### src/logic/mac_rx_pkg.sv
`default_nettype none

package mac_rx_pkg;

  // ===================================================================
  // data types
  // ===================================================================
  typedef logic [7:0]  byte_t;
  typedef logic [12:0] len_t;

  // pointer word, one per queued frame
  typedef struct packed {
    logic giant;
    logic runt;
    logic crc_err;
    len_t len;        // frame length without fcs
  } rx_ptr_t;

  // management report to the host
  typedef struct packed {
    logic        dropped;
    logic [2:0]  err;   // giant, runt, crc in pointer order
    logic        tte;
    logic [2:0]  rsvd;
    logic [11:0] len;
  } rx_mgnt_t;

  // ===================================================================
  // frame constants
  // ===================================================================
  localparam byte_t       SFD_BYTE        = 8'hD5;
  localparam byte_t       TTE_TYPE_BYTE   = 8'h92;  // low byte of the tte ethertype
  localparam int          TYPE_BYTE_INDEX = 13;
  localparam int          HDR_DELAY       = 14;     // delay line depth
  localparam logic [31:0] CRC_RESIDUE     = 32'hC704DD7B;
  localparam int          FCS_BYTES       = 4;
  localparam int          MIN_FRAME       = 64;
  localparam int          LANE_COUNT      = 2;      // lane 0 best effort, lane 1 tte

endpackage

`default_nettype wire

### src/logic/rx_mgnt_report.sv
`timescale 1ns/1ps
`default_nettype none

module rx_mgnt_report (
  input  logic                                          rx_clk,
  input  logic                                          rstn_mac,
  input  logic [mac_rx_pkg::LANE_COUNT-1:0]             lane_accept,
  input  logic [mac_rx_pkg::LANE_COUNT-1:0]             lane_drop,
  input  logic [mac_rx_pkg::LANE_COUNT-1:0]             lane_ptr_wr,
  input  mac_rx_pkg::rx_ptr_t [mac_rx_pkg::LANE_COUNT-1:0] lane_ptr,
  input  logic                                          rx_mgnt_resp,
  output logic                                          rx_mgnt_valid,
  output mac_rx_pkg::rx_mgnt_t                          rx_mgnt_data
);

  import mac_rx_pkg::*;

  localparam int LW = (LANE_COUNT > 1) ? $clog2(LANE_COUNT) : 1;

  typedef enum logic [1:0] {IDLE, WAIT_PTR, HOLD} rep_state_t;

  rep_state_t state;
  logic [LW-1:0] acc_lane;
  logic [LW-1:0] drop_lane;
  logic [LW-1:0] lane_q;
  rx_mgnt_t      rep_q;

  // at most one lane reacts to a frame start
  always_comb begin
    acc_lane  = '0;
    drop_lane = '0;
    for (int i = 0; i < LANE_COUNT; i++) begin
      if (lane_accept[i]) acc_lane = LW'(i);
      if (lane_drop[i]) drop_lane = LW'(i);
    end
  end

  // ===================================================================
  // report FSM
  // ===================================================================
  always_ff @(posedge rx_clk or negedge rstn_mac) begin
    if (!rstn_mac) begin
      state  <= IDLE;
      lane_q <= '0;
    end else begin
      case (state)
        IDLE: begin
          if (|lane_accept) begin
            state  <= WAIT_PTR;
            lane_q <= acc_lane;
          end else if (|lane_drop) begin
            state <= HOLD;
          end
        end
        WAIT_PTR: if (lane_ptr_wr[lane_q]) state <= HOLD;
        HOLD:     if (rx_mgnt_resp) state <= IDLE;
        default:  state <= IDLE;
      endcase
    end
  end

  always_ff @(posedge rx_clk) begin
    if (state == IDLE) begin
      if (|lane_accept) begin
        rep_q     <= '0;
        rep_q.tte <= (acc_lane == LW'(1));   // lane 1 carries tte
      end else if (|lane_drop) begin
        rep_q         <= '0;
        rep_q.dropped <= 1'b1;
        rep_q.tte     <= (drop_lane == LW'(1));
      end
    end else if (state == WAIT_PTR && lane_ptr_wr[lane_q]) begin
      rep_q.err <= {lane_ptr[lane_q].giant, lane_ptr[lane_q].runt, lane_ptr[lane_q].crc_err};
      rep_q.len <= lane_ptr[lane_q].len[11:0];
    end
  end

  assign rx_mgnt_valid = (state == HOLD);
  assign rx_mgnt_data  = rep_q;

endmodule

`default_nettype wire

### config.mk
export PLATFORM = sky130hd
export DESIGN_NAME = rx_mgnt_report
export DESIGN_NICKNAME = d
export VERILOG_FILES = /design/src/logic/mac_rx_pkg.sv /design/src/logic/rx_mgnt_report.sv
export SDC_FILE = /design/constraint.sdc
export NUM_CORES = 1
export LEC_CHECK = 0
export BUFFER_PORTS_ARGS = -buffer_cell sky130_fd_sc_hd__buf_2
export CAP_MARGIN = 30
export CORE_UTILIZATION = 37
export CTS_BUF_LIST = sky130_fd_sc_hd__clkbuf_16
export CTS_CLUSTER_DIAMETER = 100
export CTS_CLUSTER_SIZE = 10
export DETAILED_ROUTE_END_ITERATION = 8
export PLACE_DENSITY = 0.75
export SYNTH_ARGS = -nofsm -noshare
export SYNTH_HDL_FRONTEND = slang
export SYNTH_SLANG_ARGS = --single-unit
### constraint.sdc
create_clock -name rx_clk -period 2.2 [get_ports rx_clk]
set_input_delay 0.33 -clock rx_clk [delete_from_list [all_inputs] [get_ports rx_clk]]
set_output_delay 0.33 -clock rx_clk [all_outputs]
set_load 0.05 [all_outputs]
=== Yosys cells after proc, flatten, opt, wreduce, memory -nomap -nowiden ===
Cells that the tools add are included.

* Magnitude comparators: 1
* Eq/ne operators: 5
* Multiplexer cells: 17
* Reduce and logical (&&, ||, !) cells: 10

{| class="wikitable"
|+ Operators by type and width
! operator !! number
|-
| $mux W16 || 2
|-
| $mux W12 || 2
|-
| $mux W20 || 1
|-
| $mux W19 || 1
|-
| $mux W2 || 4
|-
| $mux W3 || 2
|-
| $pmux W2 S3 || 1
|-
| $reduce_and A2 Y1 || 3
|-
| $mux W1 || 4
|-
| $ne A2 B2 Y1 const B || 2
|-
| $reduce_bool A2 Y1 || 2
|-
| $reduce_or A2 Y1 || 2
|-
| $ne A3 B1 Y1 const B || 1
|-
| $reduce_and A3 Y1 || 1
|-
| $eq A2 B1 Y1 const B || 1
|-
| $eq A2 B2 Y1 const B || 1
|-
| $logic_not A2 Y1 || 1
|-
| $lt A1 B2 Y1 const B || 1
|-
| $logic_and A1 B1 Y1 || 1
|}

* Flip-flop bits (word level): 20
* Bits of input ports: 41
* Output and inout bits: 21

=== Depth between registers and ports, before layout ===
* Depth after elaboration: 5
* Gate-level depth with buffers: 4

=== Least setup slack after synthesis ===
Ideal clock, no wire load.

* Kind: register to register
* From: reg lane_q
* To: reg rep_q, in the netlist rx_mgnt_data[0], enable pin
* Setup time: 0.411 ns
* Arrival time: 1.896 ns
* Required time: 1.789 ns
* Slack: -0.106 ns
* Stages on the path, launching flop included: 4
* Path buffers: 1
* Period minus slack after synthesis: 2.306 ns
* Path through: dfrtp_1 buf_4 mux2i_1 a211oi_1

* Word-level cells in the longest chain between the ends: 5

{| class="wikitable"
|+ RTL lines
! what !! RTL line !! source
|-
| start: declaration || rx_mgnt_report.sv:25 || <nowiki>logic [LW-1:0] lane_q;</nowiki>
|-
| start signal: assignment || rx_mgnt_report.sv:50 || <nowiki>lane_q <= acc_lane;</nowiki>
|-
| $mux W1 (implied by the code) (2 in a row) || rx_mgnt_report.sv:72 || <nowiki>end else if (state == WAIT_PTR && lane_ptr_wr[lane_q]) begin</nowiki>
|-
| $logic_and A1 B1 Y1 || rx_mgnt_report.sv:72 ||
|-
| $reduce_bool A2 Y1 (no line) || -- ||
|-
| $reduce_and A2 Y1 (no line) || -- ||
|-
| end: declaration || rx_mgnt_report.sv:26 || <nowiki>rx_mgnt_t rep_q;</nowiki>
|}

No other way between the ends. The select of a mux whose other input is x is not followed.
A chain may end at the register's enable or synchronous reset.

=== Worst setup path after layout ===
* From: reg lane_q
* To: reg rep_q, in the netlist rx_mgnt_data[8], enable pin

The elaborated chain is that of the path after synthesis.

==> flow_summary_export.csv <==
group,metric,value,unit
status,status,"complete, but fails checks",
status,violations,"design-rule violations",
route,wl,1840,um
placement,portBuffers,56,
logic_synthesis,syn_area_per_cell,12.5,sq um
logic_synthesis,synth_seq_cells,20,
route,drc_errors,2,
route,dr.pass1.iters,6,
setup_path,required,2.15,ns
logic_synthesis,synth_top_area_cell,"edfxtp_1",
timing,finalSetupViolations,0,
setup_path,cp_data_arrival_time,1.58,ns
setup_path,r2r-end,"rx_mgnt_data[8]",
timing,tightest_slew,0.537,ns
timing,slew_headroom,0.641,
setup_path,startpoint,"lane_q",
clock_network,cts_sinks,20,
setup_path,r2r-start,"lane_q",
timing,worst_slack,0.577,ns
layout,nets,179,
placement,dp_hpwl,1480,um
clock_network,clk_latency,0.24,ns
timing,max_freq,0.616,GHz
die,core_area,0.00248,sq mm
setup_path,reg2reg_setup_slack,0.58,ns
layout,final_common_cell,"buf_2",
logic_synthesis,syn_area,963,sq um
global_route,grt_pass1_vias,658,
die,num_rows,18,
logic_synthesis,yosysWarnings,0,
logic_synthesis,yosysSeqAreaShare,0.608,
die,die_h,53.0,um
route,wl_per_cell,11.0,um
clock_network,clockBufferDepth,2,
placement,pre_cts_slack,0.505,ns
setup_path,worstSetupEndpointType,"flop",
timing,finalSetupTns,0,ns
logic_synthesis,synth_area_leaders,"edfxtp_1 53%, mux2i_1 17%, dfrtp_1 7.8%, nor2_1 6.6%, buf_4 3.9%",
timing,final_max_slew_viol_count,0,
setup_path,critical_path_class,"reg -> reg",
route,via_per_inst,4.67,
hold_path,hold_depth,4,
global_route,grt-ovfl-total,0,
layout,antenna_cells,0,
route,ant_nets,0,
logic_synthesis,synth_top_area_share,0.530,
setup_path,cp_max_fo,10,
timing,rsz0062_at_grt,"false",
clock_network,htree_levels,1,
die,die_x,53.0,um
clock_network,cts_tree,"yes",
global_route,grt_pass1_wl,2790,um
placement,place.gp.congestion,0.641,
route,top_layer,"met3",
global_route,grt_use_total,0.143,
clock_network,cts.repair.resized,0,
die,die-area,0.00281,sq mm
die,start_util,0.389,
pwr,power.leakage,0.687,nW
clock_network,clk_pin_slew,0.05,ns
layout,syn_to_final_growth,41.8,%
layout,final_layout_size_suffix_gt1_frac,0.482,
layout,layout_common_cells,"56 x buf_2, 17 x nor2_1, 17 x edfxtp_1, 16 x mux2i_1",
logic_synthesis,yosysUniqueCellTypes,21,
pwr,vdd_drop_max,0.000956,V
timing,hold_viol_final,0,
setup_path,crit_path_start_kind,"flop",
clock_network,root_buffer,"clkbuf_16",
logic_synthesis,syn_inst,77,
route,vias,780,
job,drv_cap,0,
hold_path,hold_path.startpoint,"rx_mgnt_resp",
hold_path,min_to,"state[1]",
timing,fin_crit_sh,0.738,
setup_path,worstRegToRegCells,3,
hold_path,hold_path.class,"in -> reg",
global_route,antenna_found_initial,0,
layout,finish.utilization,0.552,
route,met2_length,984,um
route,dr.first_iter.drc_count,10,
global_route,grt_max_degree,17,
route,wl_met1,699,um
route,wl_met3,152,um
timing,skew,0.00315,ns
die,num_io_pins,62,
timing,period_minus_slack,1.62,ns
pwr,powerDensity,1730,mW/mm^2
clock_network,cts_buffers,3,
## kinds of logic (layout without fill, tap and decap cells)
logic type / Yosys count / in the layout / synth area share
buf+inv: 8 / 66 / 0.0520
other cells: 1 / 3 / 0.00389
simple gates: 27 / 27 / 0.131
mux: 16 / 16 / 0.166
flops: 20 / 20 / 0.608
compound gates: 5 / 5 / 0.0390
## power by group
group / internal, mW / switching (mW)
logic: 0.339 / 0.921
registers: 0.680 / 0.0728
clock network: 0.241 / 0.116
## worst max-delay path, cell delays in order, from the launching register on
cell and delay (ns):
dfrtp_1 0.39, mux2i_1 0.18, a211oi_2 0.53, buf_6 0.23
## synthesized netlist by cell type, drive strengths merged
| cell type | number |
|---|---|
| a211oi | 1 |
| a21o | 1 |
| a22o | 1 |
| a32oi | 1 |
| and2 | 1 |
| buf | 6 |
| conb | 1 |
| dfrtp | 3 |
| edfxtp | 17 |
| inv | 2 |
| mux2i | 16 |
| nand2 | 1 |
| nand2b | 1 |
| nor2 | 18 |
| nor2b | 2 |
| nor3 | 2 |
| o21ai | 1 |
| or2 | 1 |
| or4 | 1 |
## flip-flops by register name (all words and copies together) (netlist names)
register / flops
lane_q: 1
rx_mgnt_data: 17
state: 2
## worst max path at each step
stage,to,slack (ns),cells after the start
2_1_floorplan,rx_mgnt_data[0],0.39,3
3_3_place_gp,rx_mgnt_data[6],0.25,4
3_5_place_dp,rx_mgnt_data[0],0.51,5
4_1_cts,rx_mgnt_data[8],0.54,3
5_1_grt,rx_mgnt_data[10],0.46,3
6_report,rx_mgnt_data[8],0.58,3
## area by class of cell
type                            count  area [sq um]
Clock buffer                        3          75.1
Inverter                            2          7.51
Clock inverter                      1          3.75
Timing Repair Buffer               60           317
Fill cell                         224          1110
Sequential cell                    20           586
Multi-Input combinational cell     51           340
Tap cell                           30          37.5
## per-stage QoR
stage          instance area (sq um)  power (mW)  hold slack [ns]  cells
2_1_floorplan                    976        1.75           0.0344     79
3_3_place_gp                    1270        1.98            0.131    161
3_5_place_dp                    1280        2.04            0.131    162
4_1_cts                         1370        2.40            0.387    167
5_1_grt                         1370        2.49            0.402    167
6_report                        1370        2.37            0.385    167
## timing repair
item / CTS / global route
endpoints found under the hold margin: 3 / 0
hold buffers: 1 / 0
setup buffers: 0 / 0
## metal layers
layer  track usage  up-vias
met5             0        -
met4        0.0526        0
met3        0.0345        0
met2         0.262       31
met1         0.157      362
li1              -      387
Note: power is estimated with default switching activity, not from simulation.
