[config.mk]
export PLATFORM = sky130hd
export DESIGN_NAME = gmii_rx_front
export DESIGN_NICKNAME = d
export VERILOG_FILES = /design/src/logic/mac_rx_pkg.sv /design/src/logic/crc32_8023.sv /design/src/logic/gmii_rx_front.sv
export SDC_FILE = /design/constraint.sdc
export NUM_CORES = 1
export LEC_CHECK = 0
export BUFFER_PORTS_ARGS = -buffer_cell sky130_fd_sc_hd__buf_2
export CORE_MARGIN = 10
export CORE_UTILIZATION = 35
export CTS_BUF_LIST = sky130_fd_sc_hd__clkbuf_4 sky130_fd_sc_hd__clkbuf_8
export CTS_CLUSTER_SIZE = 25
export DETAILED_ROUTE_END_ITERATION = 12
export HOLD_SLACK_MARGIN = 0.15
export PLACE_DENSITY = 0.59
export SKIP_CTS_REPAIR_TIMING = 1
export SLEW_MARGIN = 30
export SYNTH_ARGS = -nofsm -noshare
export SYNTH_HDL_FRONTEND = slang
export SYNTH_HIERARCHICAL = 1
export SYNTH_SLANG_ARGS = --single-unit
[constraint.sdc]
create_clock -name rx_clk -period 3.8 [get_ports rx_clk]
set_input_delay 0.19 -clock rx_clk [delete_from_list [all_inputs] [get_ports rx_clk]]
set_output_delay 0.19 -clock rx_clk [all_outputs]
set_load 0.01 [all_outputs]
[src/logic/mac_rx_pkg.sv]
`default_nettype none

package mac_rx_pkg;

  // ===================================================================
  // data types
  // ===================================================================
  typedef logic [7:0]  byte_t;
  typedef logic [12:0] len_t;

  // pointer word, one per queued frame
  typedef struct packed {
    logic giant;
    logic runt;
    logic crc_err;
    len_t len;        // frame length without fcs
  } rx_ptr_t;

  // management report to the host
  typedef struct packed {
    logic        dropped;
    logic [2:0]  err;   // giant, runt, crc in pointer order
    logic        tte;
    logic [2:0]  rsvd;
    logic [11:0] len;
  } rx_mgnt_t;

  // ===================================================================
  // frame constants
  // ===================================================================
  localparam byte_t       SFD_BYTE        = 8'hD5;
  localparam byte_t       TTE_TYPE_BYTE   = 8'h92;  // low byte of the tte ethertype
  localparam int          TYPE_BYTE_INDEX = 13;
  localparam int          HDR_DELAY       = 14;     // delay line depth
  localparam logic [31:0] CRC_RESIDUE     = 32'hC704DD7B;
  localparam int          FCS_BYTES       = 4;
  localparam int          MIN_FRAME       = 64;
  localparam int          LANE_COUNT      = 2;      // lane 0 best effort, lane 1 tte

endpackage

`default_nettype wire

[src/logic/crc32_8023.sv]
`timescale 1ns/1ps
`default_nettype none

module crc32_8023 (
  input  logic              rx_clk,
  input  logic              rstn_mac,
  input  logic              crc_init,
  input  logic              crc_en,
  input  mac_rx_pkg::byte_t crc_byte,
  output logic              crc_good
);

  import mac_rx_pkg::*;

  localparam logic [31:0] POLY_REFL = 32'hEDB88320;  // 0x04C11DB7 bit reversed

  logic [31:0] crc_q;
  logic [31:0] crc_next;
  logic [31:0] crc_rev;

  // lsb first, one bit per step
  always_comb begin
    crc_next = crc_q;
    for (int i = 0; i < 8; i++) begin
      if (crc_next[0] ^ crc_byte[i]) begin
        crc_next = (crc_next >> 1) ^ POLY_REFL;
      end else begin
        crc_next = crc_next >> 1;
      end
    end
  end

  always_ff @(posedge rx_clk or negedge rstn_mac) begin
    if (!rstn_mac) begin
      crc_q <= '1;
    end else if (crc_init) begin
      crc_q <= '1;
    end else if (crc_en) begin
      crc_q <= crc_next;
    end
  end

  // residue is given msb first, the register runs reflected
  assign crc_rev  = {<<{crc_q}};
  assign crc_good = (crc_rev == CRC_RESIDUE);

endmodule

`default_nettype wire

[src/logic/gmii_rx_front.sv]
`timescale 1ns/1ps
`default_nettype none

module gmii_rx_front #(
  parameter int MTU = 1500
) (
  input  logic              rx_clk,
  input  logic              rstn_mac,
  input  logic              rx_dv,
  input  mac_rx_pkg::byte_t gm_rx_d,
  output mac_rx_pkg::byte_t frm_byte,
  output logic              frm_valid,
  output logic              frm_sof,
  output logic              frm_tte,
  output logic              frm_eof,
  output logic              frm_crc_err,
  output logic              frm_giant,
  output mac_rx_pkg::len_t  frm_len
);

  import mac_rx_pkg::*;

  localparam len_t MAX_LEN = len_t'(MTU + 18);

  typedef enum logic [1:0] {HUNT, FRAME, SKIP} in_state_t;

  in_state_t            in_state;
  logic                 dv_q;
  byte_t                d_q;
  len_t                 byte_cnt;
  logic                 sfd_hit;
  logic                 byte_ok;
  logic                 frame_end;
  logic                 crc_good;
  byte_t                dly [HDR_DELAY];
  logic [HDR_DELAY-1:0] dly_v;
  logic                 out_on;

  // ===================================================================
  // input register and sfd search
  // ===================================================================
  always_ff @(posedge rx_clk or negedge rstn_mac) begin
    if (!rstn_mac) begin
      dv_q <= 1'b0;
    end else begin
      dv_q <= rx_dv;
    end
  end

  always_ff @(posedge rx_clk) begin
    d_q <= gm_rx_d;
  end

  assign sfd_hit   = (in_state == HUNT) && dv_q && (d_q == SFD_BYTE);
  assign byte_ok   = (in_state == FRAME) && dv_q && (byte_cnt != MAX_LEN);
  assign frame_end = (in_state == FRAME) && (!dv_q || byte_cnt == MAX_LEN);

  // byte_cnt is the index of the byte in d_q
  always_ff @(posedge rx_clk or negedge rstn_mac) begin
    if (!rstn_mac) begin
      in_state <= HUNT;
      byte_cnt <= '0;
    end else begin
      case (in_state)
        HUNT: begin
          if (sfd_hit) begin
            in_state <= FRAME;
            byte_cnt <= '0;
          end
        end
        FRAME: begin
          if (!dv_q) begin
            in_state <= HUNT;
          end else if (byte_cnt == MAX_LEN) begin
            in_state <= SKIP;          // truncate, drop the rest
          end else begin
            byte_cnt <= byte_cnt + 1'b1;
          end
        end
        default: begin
          if (!dv_q) begin
            in_state <= HUNT;
          end
        end
      endcase
    end
  end

  crc32_8023 crc32_8023_i (
    .rx_clk   (rx_clk),
    .rstn_mac (rstn_mac),
    .crc_init (sfd_hit),
    .crc_en   (byte_ok),
    .crc_byte (d_q),
    .crc_good (crc_good)
  );

  // ===================================================================
  // class decision and end of frame status
  // ===================================================================
  // byte 0 reaches the delay line output one cycle after byte 13 is seen
  always_ff @(posedge rx_clk or negedge rstn_mac) begin
    if (!rstn_mac) begin
      frm_sof <= 1'b0;
      frm_tte <= 1'b0;
    end else begin
      frm_sof <= byte_ok && (byte_cnt == len_t'(TYPE_BYTE_INDEX));
      if (byte_ok && byte_cnt == len_t'(TYPE_BYTE_INDEX)) begin
        frm_tte <= (d_q == TTE_TYPE_BYTE);
      end
    end
  end

  // latched only for frames that got past the type byte
  always_ff @(posedge rx_clk) begin
    if (frame_end && byte_cnt > len_t'(TYPE_BYTE_INDEX)) begin
      frm_len     <= byte_cnt;
      frm_giant   <= dv_q;        // still receiving means truncated
      frm_crc_err <= !crc_good;
    end
  end

  // ===================================================================
  // delay line
  // ===================================================================
  always_ff @(posedge rx_clk) begin
    dly[0] <= d_q;
    for (int i = 1; i < HDR_DELAY; i++) begin
      dly[i] <= dly[i-1];
    end
  end

  always_ff @(posedge rx_clk or negedge rstn_mac) begin
    if (!rstn_mac) begin
      dly_v  <= '0;
      out_on <= 1'b0;
    end else begin
      dly_v <= {dly_v[HDR_DELAY-2:0], byte_ok};
      if (frm_sof) begin
        out_on <= 1'b1;
      end else if (!dly_v[HDR_DELAY-1]) begin
        out_on <= 1'b0;
      end
    end
  end

  // short frames never see sof, their bytes fall off the end
  assign frm_byte  = dly[HDR_DELAY-1];
  assign frm_valid = dly_v[HDR_DELAY-1] && (frm_sof || out_on);
  assign frm_eof   = out_on && !dly_v[HDR_DELAY-1];

endmodule

`default_nettype wire

=== Word-level counts from Yosys, hierarchy flattened ===
Memory sizes are Yosys's and may differ from the RTL's.
Index checks and enable logic that the tools add are counted.

* Eq/ne operators: 13
* Add/sub/neg operators: 1
* Muxes and demuxes: 21
* Order comparisons: 1
* Reduce and logical (&&, ||, !) cells: 19
* Bitwise operators: 16

{| class="wikitable"
|+ Operators with widths
! operator !! count
|-
| $mux W32 || 10
|-
| $not A13 Y14 || 8
|-
| $mux W13 || 3
|-
| $eq A32 B32 Y1 const B || 1
|-
| $pmux W13 S2 || 1
|-
| $eq A8 B8 Y1 const B || 2
|-
| $add A13 B1 Y13 const B || 1
|-
| $eq A13 B11 Y1 const B || 1
|-
| $eq A13 B4 Y1 const B || 1
|-
| $gt A13 B4 Y1 const B || 1
|-
| $ne A13 B11 Y1 const B || 1
|-
| $logic_and A1 B1 Y1 || 9
|-
| $mux W2 || 4
|-
| $xor A1 B1 Y1 || 8
|-
| $ne A2 B2 Y1 const B || 3
|-
| $pmux W2 S2 || 1
|-
| $reduce_and A4 Y1 || 1
|-
| $reduce_bool A2 Y1 || 2
|-
| $logic_not A1 Y1 || 3
|-
| $ne A3 B1 Y1 const B || 1
|-
| $ne A3 B2 Y1 const B || 1
|-
| $reduce_and A3 Y1 || 1
|-
| $eq A2 B1 Y1 const B || 1
|-
| $logic_not A2 Y1 || 1
|-
| 3 further kinds || 5
|}

* Memories: 1
* Register bits: 88
* Output and inout port bits: 27
* Memory bits (writable): 112
* Logic and storage cells: 84

{| class="wikitable"
|+ Memory list
! memory !! depth !! width !! read ports !! clocked after memory_dff !! write ports !! RTL line !! RTL
|-
| dly || 14 || 8 || 14 || 0 || 14 || gmii_rx_front.sv:35 || <nowiki>byte_t dly [HDR_DELAY];</nowiki>
|}

=== Longest topological paths before layout ===
Gate-level depths: netlist (run 1).

* Depth in word-level cells: 18
* Mapped depth: 8

=== Hierarchy ===
Netlist (run 1), hierarchy kept.

{| class="wikitable"
|+ By module, submodules not included
! module !! cells each !! instances !! sequential area each (sq um) !! area an instance (sq um)
|-
| gmii_rx_front || 272 || 1 || 3,678.5 || 4,413.0
|-
| crc32_8023 || 184 || 1 || 840.8 || 2,367.3
|}

=== Worst setup path after synthesis (run 1) ===
No wires, ideal clock.

* Path kind: register to register
* Start: reg byte_cnt[9]
* End: reg frm_crc_err (enable)
* Cell stages (with the launch flop): 4
* Library setup time: 0.392 ns
* Clock period less this slack: 2.645 ns
* Slack: 1.155 ns
* Data arrival time: 2.254 ns
* Data required time: 3.408 ns
* Cells stage by stage: dfrtp_1 or4_4 or4_1 a21oi_1

* Cells in the longest elaborated chain, start to end: 4

{| class="wikitable"
|+ Ends and longest elaborated chain
! item !! RTL line !! RTL
|-
| from (decl) || gmii_rx_front.sv:30 || <nowiki>len_t byte_cnt;</nowiki>
|-
| from (signal assigned) || gmii_rx_front.sv:77 || <nowiki>byte_cnt <= byte_cnt + 1'b1;</nowiki>
|-
| parallel branches: the longest is 3 deep, another holds $gt A13 B4 Y1 || n/a ||
|-
| $logic_and A1 B1 Y1 * || gmii_rx_front.sv:116 || <nowiki>if (frame_end && byte_cnt > len_t'(TYPE_BYTE_INDEX)) begin</nowiki>
|-
| to (signal assigned) || gmii_rx_front.sv:119 || <nowiki>frm_crc_err <= !crc_good;</nowiki>
|-
| to (decl) || gmii_rx_front.sv:16 || <nowiki>output logic frm_crc_err,</nowiki>
|}

Mark *: on every way between the ends.
A chain may end at the register's enable or synchronous reset.

=== Final worst setup path (run 1) ===
* Start: reg byte_cnt[5]
* End: reg crc32_8023_i.crc_q[10]

* Cells in the longest elaborated chain, start to end: 3

{| class="wikitable"
|+ Ends and longest elaborated chain
! item !! RTL line !! RTL
|-
| $ne A13 B11 Y1 || gmii_rx_front.sv:55 || <nowiki>assign byte_ok = (in_state == FRAME) && dv_q && (byte_cnt != MAX_LEN);</nowiki>
|-
| $logic_and A1 B1 Y1 || gmii_rx_front.sv:55 ||
|-
| via byte_ok || gmii_rx_front.sv:32 || <nowiki>logic byte_ok;</nowiki>
|-
| $reduce_bool A2 Y1 (no source line) || n/a ||
|-
| to (signal assigned) || crc32_8023.sv:39 || <nowiki>crc_q <= crc_next;</nowiki>
|-
| to (decl) || crc32_8023.sv:17 || <nowiki>logic [31:0] crc_q;</nowiki>
|}

The timed path passes the listed nets, and every way through them passes these cells.

==> results of run 1 <==
## state kept, by name, indices dropped and copies added (netlist names), 2 cells and up
register            cells
in_state                2
dly                   112
crc32_8023_i/crc_q     32
d_q                     8
dly_v                  14
byte_cnt               13
frm_len                13
## layout by cell type (no fill, tap or decap), drive strengths merged, types with 16 or more instances in the layout
cell / Yosys / routed
a21oi: 20 / 20
dfrtp: 33 / 33
nand2: 18 / 18
xnor2: 32 / 32
inv: 7 / 16
clkbuf: 9 / 17
buf: 10 / 42
dfxtp: 120 / 120
dfstp: 32 / 32
xnor3: 16 / 16
## cells in the mapped netlist, types with 4 or more instances
cell      number
o21ai_0       11
nor2_1        12
nand2_1       18
clkbuf_1       9
xnor2_4        5
dfstp_2       32
edfxtp_1      15
inv_1          7
nand4_1        4
xnor2_1       21
nor2b_1        6
a211o_1        6
o21ai_1        4
dfrtp_1       33
xor2_1         9
a31oi_1        7
xor3_1         6
a21oi_1       19
dfxtp_1      120
nor4_1         4
nor3_1         8
o211ai_1      12
buf_4          8
xnor3_1       15
xnor2_2        6
## per-stage QoR
stage                     instances  worst slack, ps  utilization
after floorplan                 456             1150            -
after global placement          739             1190        0.382
after detailed placement        739             1100        0.382
after CTS                       771             1060        0.404
after global routing            781              876        0.410
final                           781             1050        0.410
## routing by layer
layer	GRT usage	part of all wire	up-vias
met1	0.119	0.44	1732
met5	0	0	-
met3	0.0343	0.060	9
met2	0.146	0.49	99
li1	-	-	1698
met4	0.0324	0.011	0
## kinds of logic (layout without fill, tap and decap cells)
logic type	count (synthesis)	after routing	share of synthesized area
flip-flops	200	200	0.667
AND/OR/NAND/NOR	82	82	0.0736
AO/OA/AOI/OAI	79	79	0.0801
XOR/XNOR	64	64	0.152
buffers and inverters	27	92	0.0207
adder cells (fa/ha/maj)	3	3	0.00554
multiplexers	1	1	0.00166
## power by group through the flow
stage / clock network (W) / logic, W / registers (W)
6_report: 0.00135 / 0.000895 / 0.00239
5_1_grt: 0.00149 / 0.000961 / 0.00241
4_1_cts: 0.00141 / 0.000895 / 0.00239
3_5_place_dp: 0 / 0.000888 / 0.00244
3_3_place_gp: 0 / 0.000873 / 0.00243
2_1_floorplan: 0 / 0.000752 / 0.00240
## cell type report
type / count / area (sq um)
multi-input cells: 229 / 2120
repair buffers: 52 / 323
flip-flops and latches: 200 / 4520
inverters: 8 / 30.0
clock buffers: 17 / 234
fillers: 1782 / 11200
clock inverters: 15 / 188
well taps: 260 / 325
## how the worst max path moves through the flow
| stage | start | to | slack, ps |
|---|---|---|---|
| 3_3_place_gp | byte_cnt[9]$_DFFE_PN0P_ | crc32_8023_i/crc_q[0]$_DFFE_PN1P_ | 1190 |
| 3_5_place_dp | byte_cnt[5]$_DFFE_PN0P_ | crc32_8023_i/crc_q[10]$_DFFE_PN1P_ | 1100 |
| 4_1_cts | byte_cnt[5]$_DFFE_PN0P_ | crc32_8023_i/crc_q[10]$_DFFE_PN1P_ | 1060 |
| 6_report | byte_cnt[5]$_DFFE_PN0P_ | crc32_8023_i/crc_q[10]$_DFFE_PN1P_ | 1050 |
| 2_1_floorplan | byte_cnt[9]$_DFFE_PN0P_ | frm_crc_err$_DFFE_PP_ | 1150 |
| 5_1_grt | byte_cnt[6]$_DFFE_PN0P_ | crc32_8023_i/crc_q[11]$_DFFE_PN1P_ | 880 |
## critical path, cell delays in order (launching register included)
cell      delay [ps]
dfrtp_1          510
nand4_1          370
o41a_4           730
clkinv_1         370
buf_4            340
nor2_1            80
a211o_1          270
==> impl_metrics.ini, run 1 <==
[status]
status = finished, final reports clean

[grt]
grt_pass1_wl_um = 19100
grtUsageTotal = 0.0942
grt_pass1_vias = 3479
antenna_found_initial = 0
grt_max_degree = 38
grt-ovfl-total = 0

[route]
firstDrtPassIters = 4
ant_nets = 0
initialDrtViolationCount = 224
totalWireLength_um = 11700
drt-wirelength-per-cell_um = 15.0
dr_total_vias = 3538
drc = 0
avgViaCountPerCell = 4.53

[synthesis]
yosysWarnings = 6
ys_ff_latch = 200
seq_area_frac_synth = 0.667
synth_edf_count = 15
netlist-cell-type-count = 66
syn_area_per_cell_sq_um = 14.9
netlist.area_leader.share = 0.354
synth_area_leader_cell = dfxtp_1
ys.flop_type = dfxtp_1
synth_nets = 470
async_flop_share = 0.325
postSynthCellCount = 456
yosys-top-cells-area = dfxtp_1 35%, dfstp_2 12%, dfrtp_1 12%, edfxtp_1 6.6%, xnor3_1 5.0%
netlist_area_sq_mm = 0.00678

[clock_tree]
clk_pin_slew_ps = 110
cts_tree = built
cts_sinks = 200
clock_latency_ps = 460
cts_max_level = 4
root_buffer = clkbuf_8
cts_made_buffers = 17
cts_buffer_depth = 2

[die]
initial_core_util = 0.359
io_pins = 38
fp.coreArea_sq_mm = 0.0189
die_x_um = 159
rows = 50
fp.dieH_um = 159
die-area_sq_mm = 0.0253

[power_and_ir_drop]
p_clk_frac = 0.291
p_seq_frac = 0.516
p_switching_w = 0.00128
peakVddDrop_v = 0.000207
p_sw_frac = 0.275
p_int_w = 0.00336
p_total_w = 0.00463
p_per_area_mw_per_mm2 = 598
p_comb_frac = 0.193
p_leak_nw = 3.24

[timing]
whs_ps = 300
rsz0062_at_grt = no
min_period_ps = 2750
worstMarginPinSlew_ps = 811
min_period_over_period = 0.724
clock.fmax_ghz = 0.363
worst_clock_skew_ps = 12.4
final-max-slew-violation-count = 0
slew_headroom = 0.458
setup_tns_ps = 0
hold_viol = 0
setup_viol = 0

[final_layout]
fin_nets = 522
fin_area_sq_mm = 0.00774
drive_gt1_frac = 0.250
synthToLayoutAreaGrowth_pct = 14.2
diodes = 0

[place]
portBuffers = 37
gp_congestion = 0.873
dp_hpwl_um = 8090
placed_cell_area_sq_mm = 0.00722

[setup_path]
worst_setup_path_start_kind = register
r2r_cells = 6
endpoint_kind = register
r2r-start = byte_cnt[5]$_DFFE_PN0P_
r2r_slack_ps = 1050
crit_type = reg -> reg
worst_ep_arrival_time_ps = 3140
required_ps = 4190
path_max_fanout = 25
r2r-end = crc32_8023_i/crc_q[10]$_DFFE_PN1P_

[flow_run]
max_cap_violations = 0

[hold_path]
hold_class = in -> async
Note: power is estimated with default switching activity, not from simulation.
==> inputs of run 2 (changes only) <==
- clock period: 3.8 -> 2.7 ns (I/O delays scaled with it)
==> impl_metrics.ini, run 2 (synthesized netlist as in run 1, its figures left out) <==
[grt]
grt_pass1_vias = 3654
grt-ovfl-total = 0
grt_max_degree = 28
grtUsageTotal = 0.0943
grt_pass1_wl_um = 19200
antenna_found_initial = 0

[die]
fp.coreArea_sq_mm = 0.0189
rows = 50
io_pins = 38
die-area_sq_mm = 0.0253
die_x_um = 159
fp.dieH_um = 159
initial_core_util = 0.359

[setup_path]
worst-path-stages = 6
path_max_fanout = 21
r2r_cells = 6
path_cells = or4_4 -> o41a_4 -> clkinv_1 -> buf_4 -> a21oi_1 -> o21ai_0
critPathSlowestCell = or4_4
r2r-start = byte_cnt[9]$_DFFE_PN0P_
slowest_delay_ps = 610
worst_ep_arrival_time_ps = 2700
crit_type = reg -> reg
worst_setup_path_start_kind = register
startpoint = byte_cnt[9]$_DFFE_PN0P_
path_buf_inv = 2
endpoint_kind = register
required_ps = 3070
cp_top_family = buffers and inverters

[final_layout]
largest_registers = dly x112, crc32_8023_i/crc_q x32, dly_v x14
diodes = 0
final_cells = 792
mostFrequentLayoutCell = dfxtp_1
drive_gt1_frac = 0.265
seq_area_sq_mm = 0.00452
mostFrequentLayoutCells = 120 x dfxtp_1, 37 x buf_2, 33 x dfrtp_1, 32 x dfstp_2, 21 x xnor2_1
fin_nets = 533
multi_input_area_sq_mm = 0.00212
synthToLayoutAreaGrowth_pct = 15.1
largest_reg_flops = 112
fillers = 1745
largest-register = dly

[timing]
whs_ps = 311
fin_ws_ps = 366
final-max-slew-violation-count = 0
setup_viol = 0
hold_viol = 0
worst_clock_skew_ps = 12.1
clock.fmax_ghz = 0.428
setup_tns_ps = 0
slew_headroom = 0.564
min_period_over_period = 0.865
min_period_ps = 2330
rsz0062_at_grt = no
worstMarginPinSlew_ps = 652

[route]
drt-wirelength-per-cell_um = 14.9
drc = 0
totalWireLength_um = 11800
avgViaCountPerCell = 4.54
ant_nets = 0
dr_total_vias = 3595
initialDrtViolationCount = 194
firstDrtPassIters = 4

[hold_path]
hold_class = in -> reg
hp-start = gm_rx_d[3]
hold_depth = 2

[power_and_ir_drop]
p_leak_nw = 3.36
peakVddDrop_v = 0.000313
p_per_area_mw_per_mm2 = 835

[place]
dp_slack_ps = 390
dp_hpwl_um = 8210
dp.cells = 750
gp_congestion = 0.914
portBuffers = 37

[clock_tree]
root_buffer = clkbuf_8
cts_made_buffers = 17
clock_latency_ps = 450
cts_max_level = 4
clk_pin_slew_ps = 100
cts_tree = built
cts_sinks = 200
cts_buffer_depth = 2

[flow_run]
max_cap_violations = 0

[status]
status = finished, final reports clean
run 2: final timing paths:
check,endpoint,slack (ps)
worst min register to register,dly[0][32]$_DFF_P_,320
worst max register to register,crc32_8023_i/crc_q[23]$_DFFE_PN1P_,370
min in group asynchronous,crc32_8023_i/crc_q[10]$_DFFE_PN1P_,420
worst min-delay path,d_q[3]$_DFF_P_,310
max in group asynchronous,crc32_8023_i/crc_q[1]$_DFFE_PN1P_,1840
worst max-delay path,crc32_8023_i/crc_q[23]$_DFFE_PN1P_,370
run 2: cell type report:
| type | instances | area share |
|---|---|---|
| multi-input cells | 229 | 0.272 |
| clock inverters | 13 | 0.0200 |
| inverters | 8 | 0.00385 |
| flip-flops and latches | 200 | 0.579 |
| repair buffers | 63 | 0.0519 |
| clock buffers | 19 | 0.0319 |
| well taps | 260 | 0.0417 |
run 2: where the power goes:
| part | total [W] | switching [W] | internal [W] |
|---|---|---|---|
| Clock | 0.00187 | 0.00107 | 0.000802 |
| Combinational | 0.00129 | 0.000508 | 0.000777 |
| Sequential | 0.00336 | 0.000129 | 0.00323 |
run 2: through the flow:
step / util / cell area, sq um / power (W)
final: 0.413 / 7810 / 0.00652
after global routing: 0.413 / 7810 / 0.00683
after CTS: 0.408 / 7710 / 0.00659
after detailed placement: 0.386 / 7300 / 0.00470
after global placement: 0.386 / 7300 / 0.00468
after floorplan: - / 6780 / 0.00444
run 2: routing by layer:
| layer | wire length (um) | GRT usage | up-vias |
|---|---|---|---|
| met1 | 5230 | 0.111 | 1754 |
| met2 | 5720 | 0.150 | 94 |
| met5 | 0 | 0 | - |
| met3 | 562 | 0.0320 | 26 |
| li1 | - | - | 1721 |
| met4 | 285 | 0.0472 | 0 |
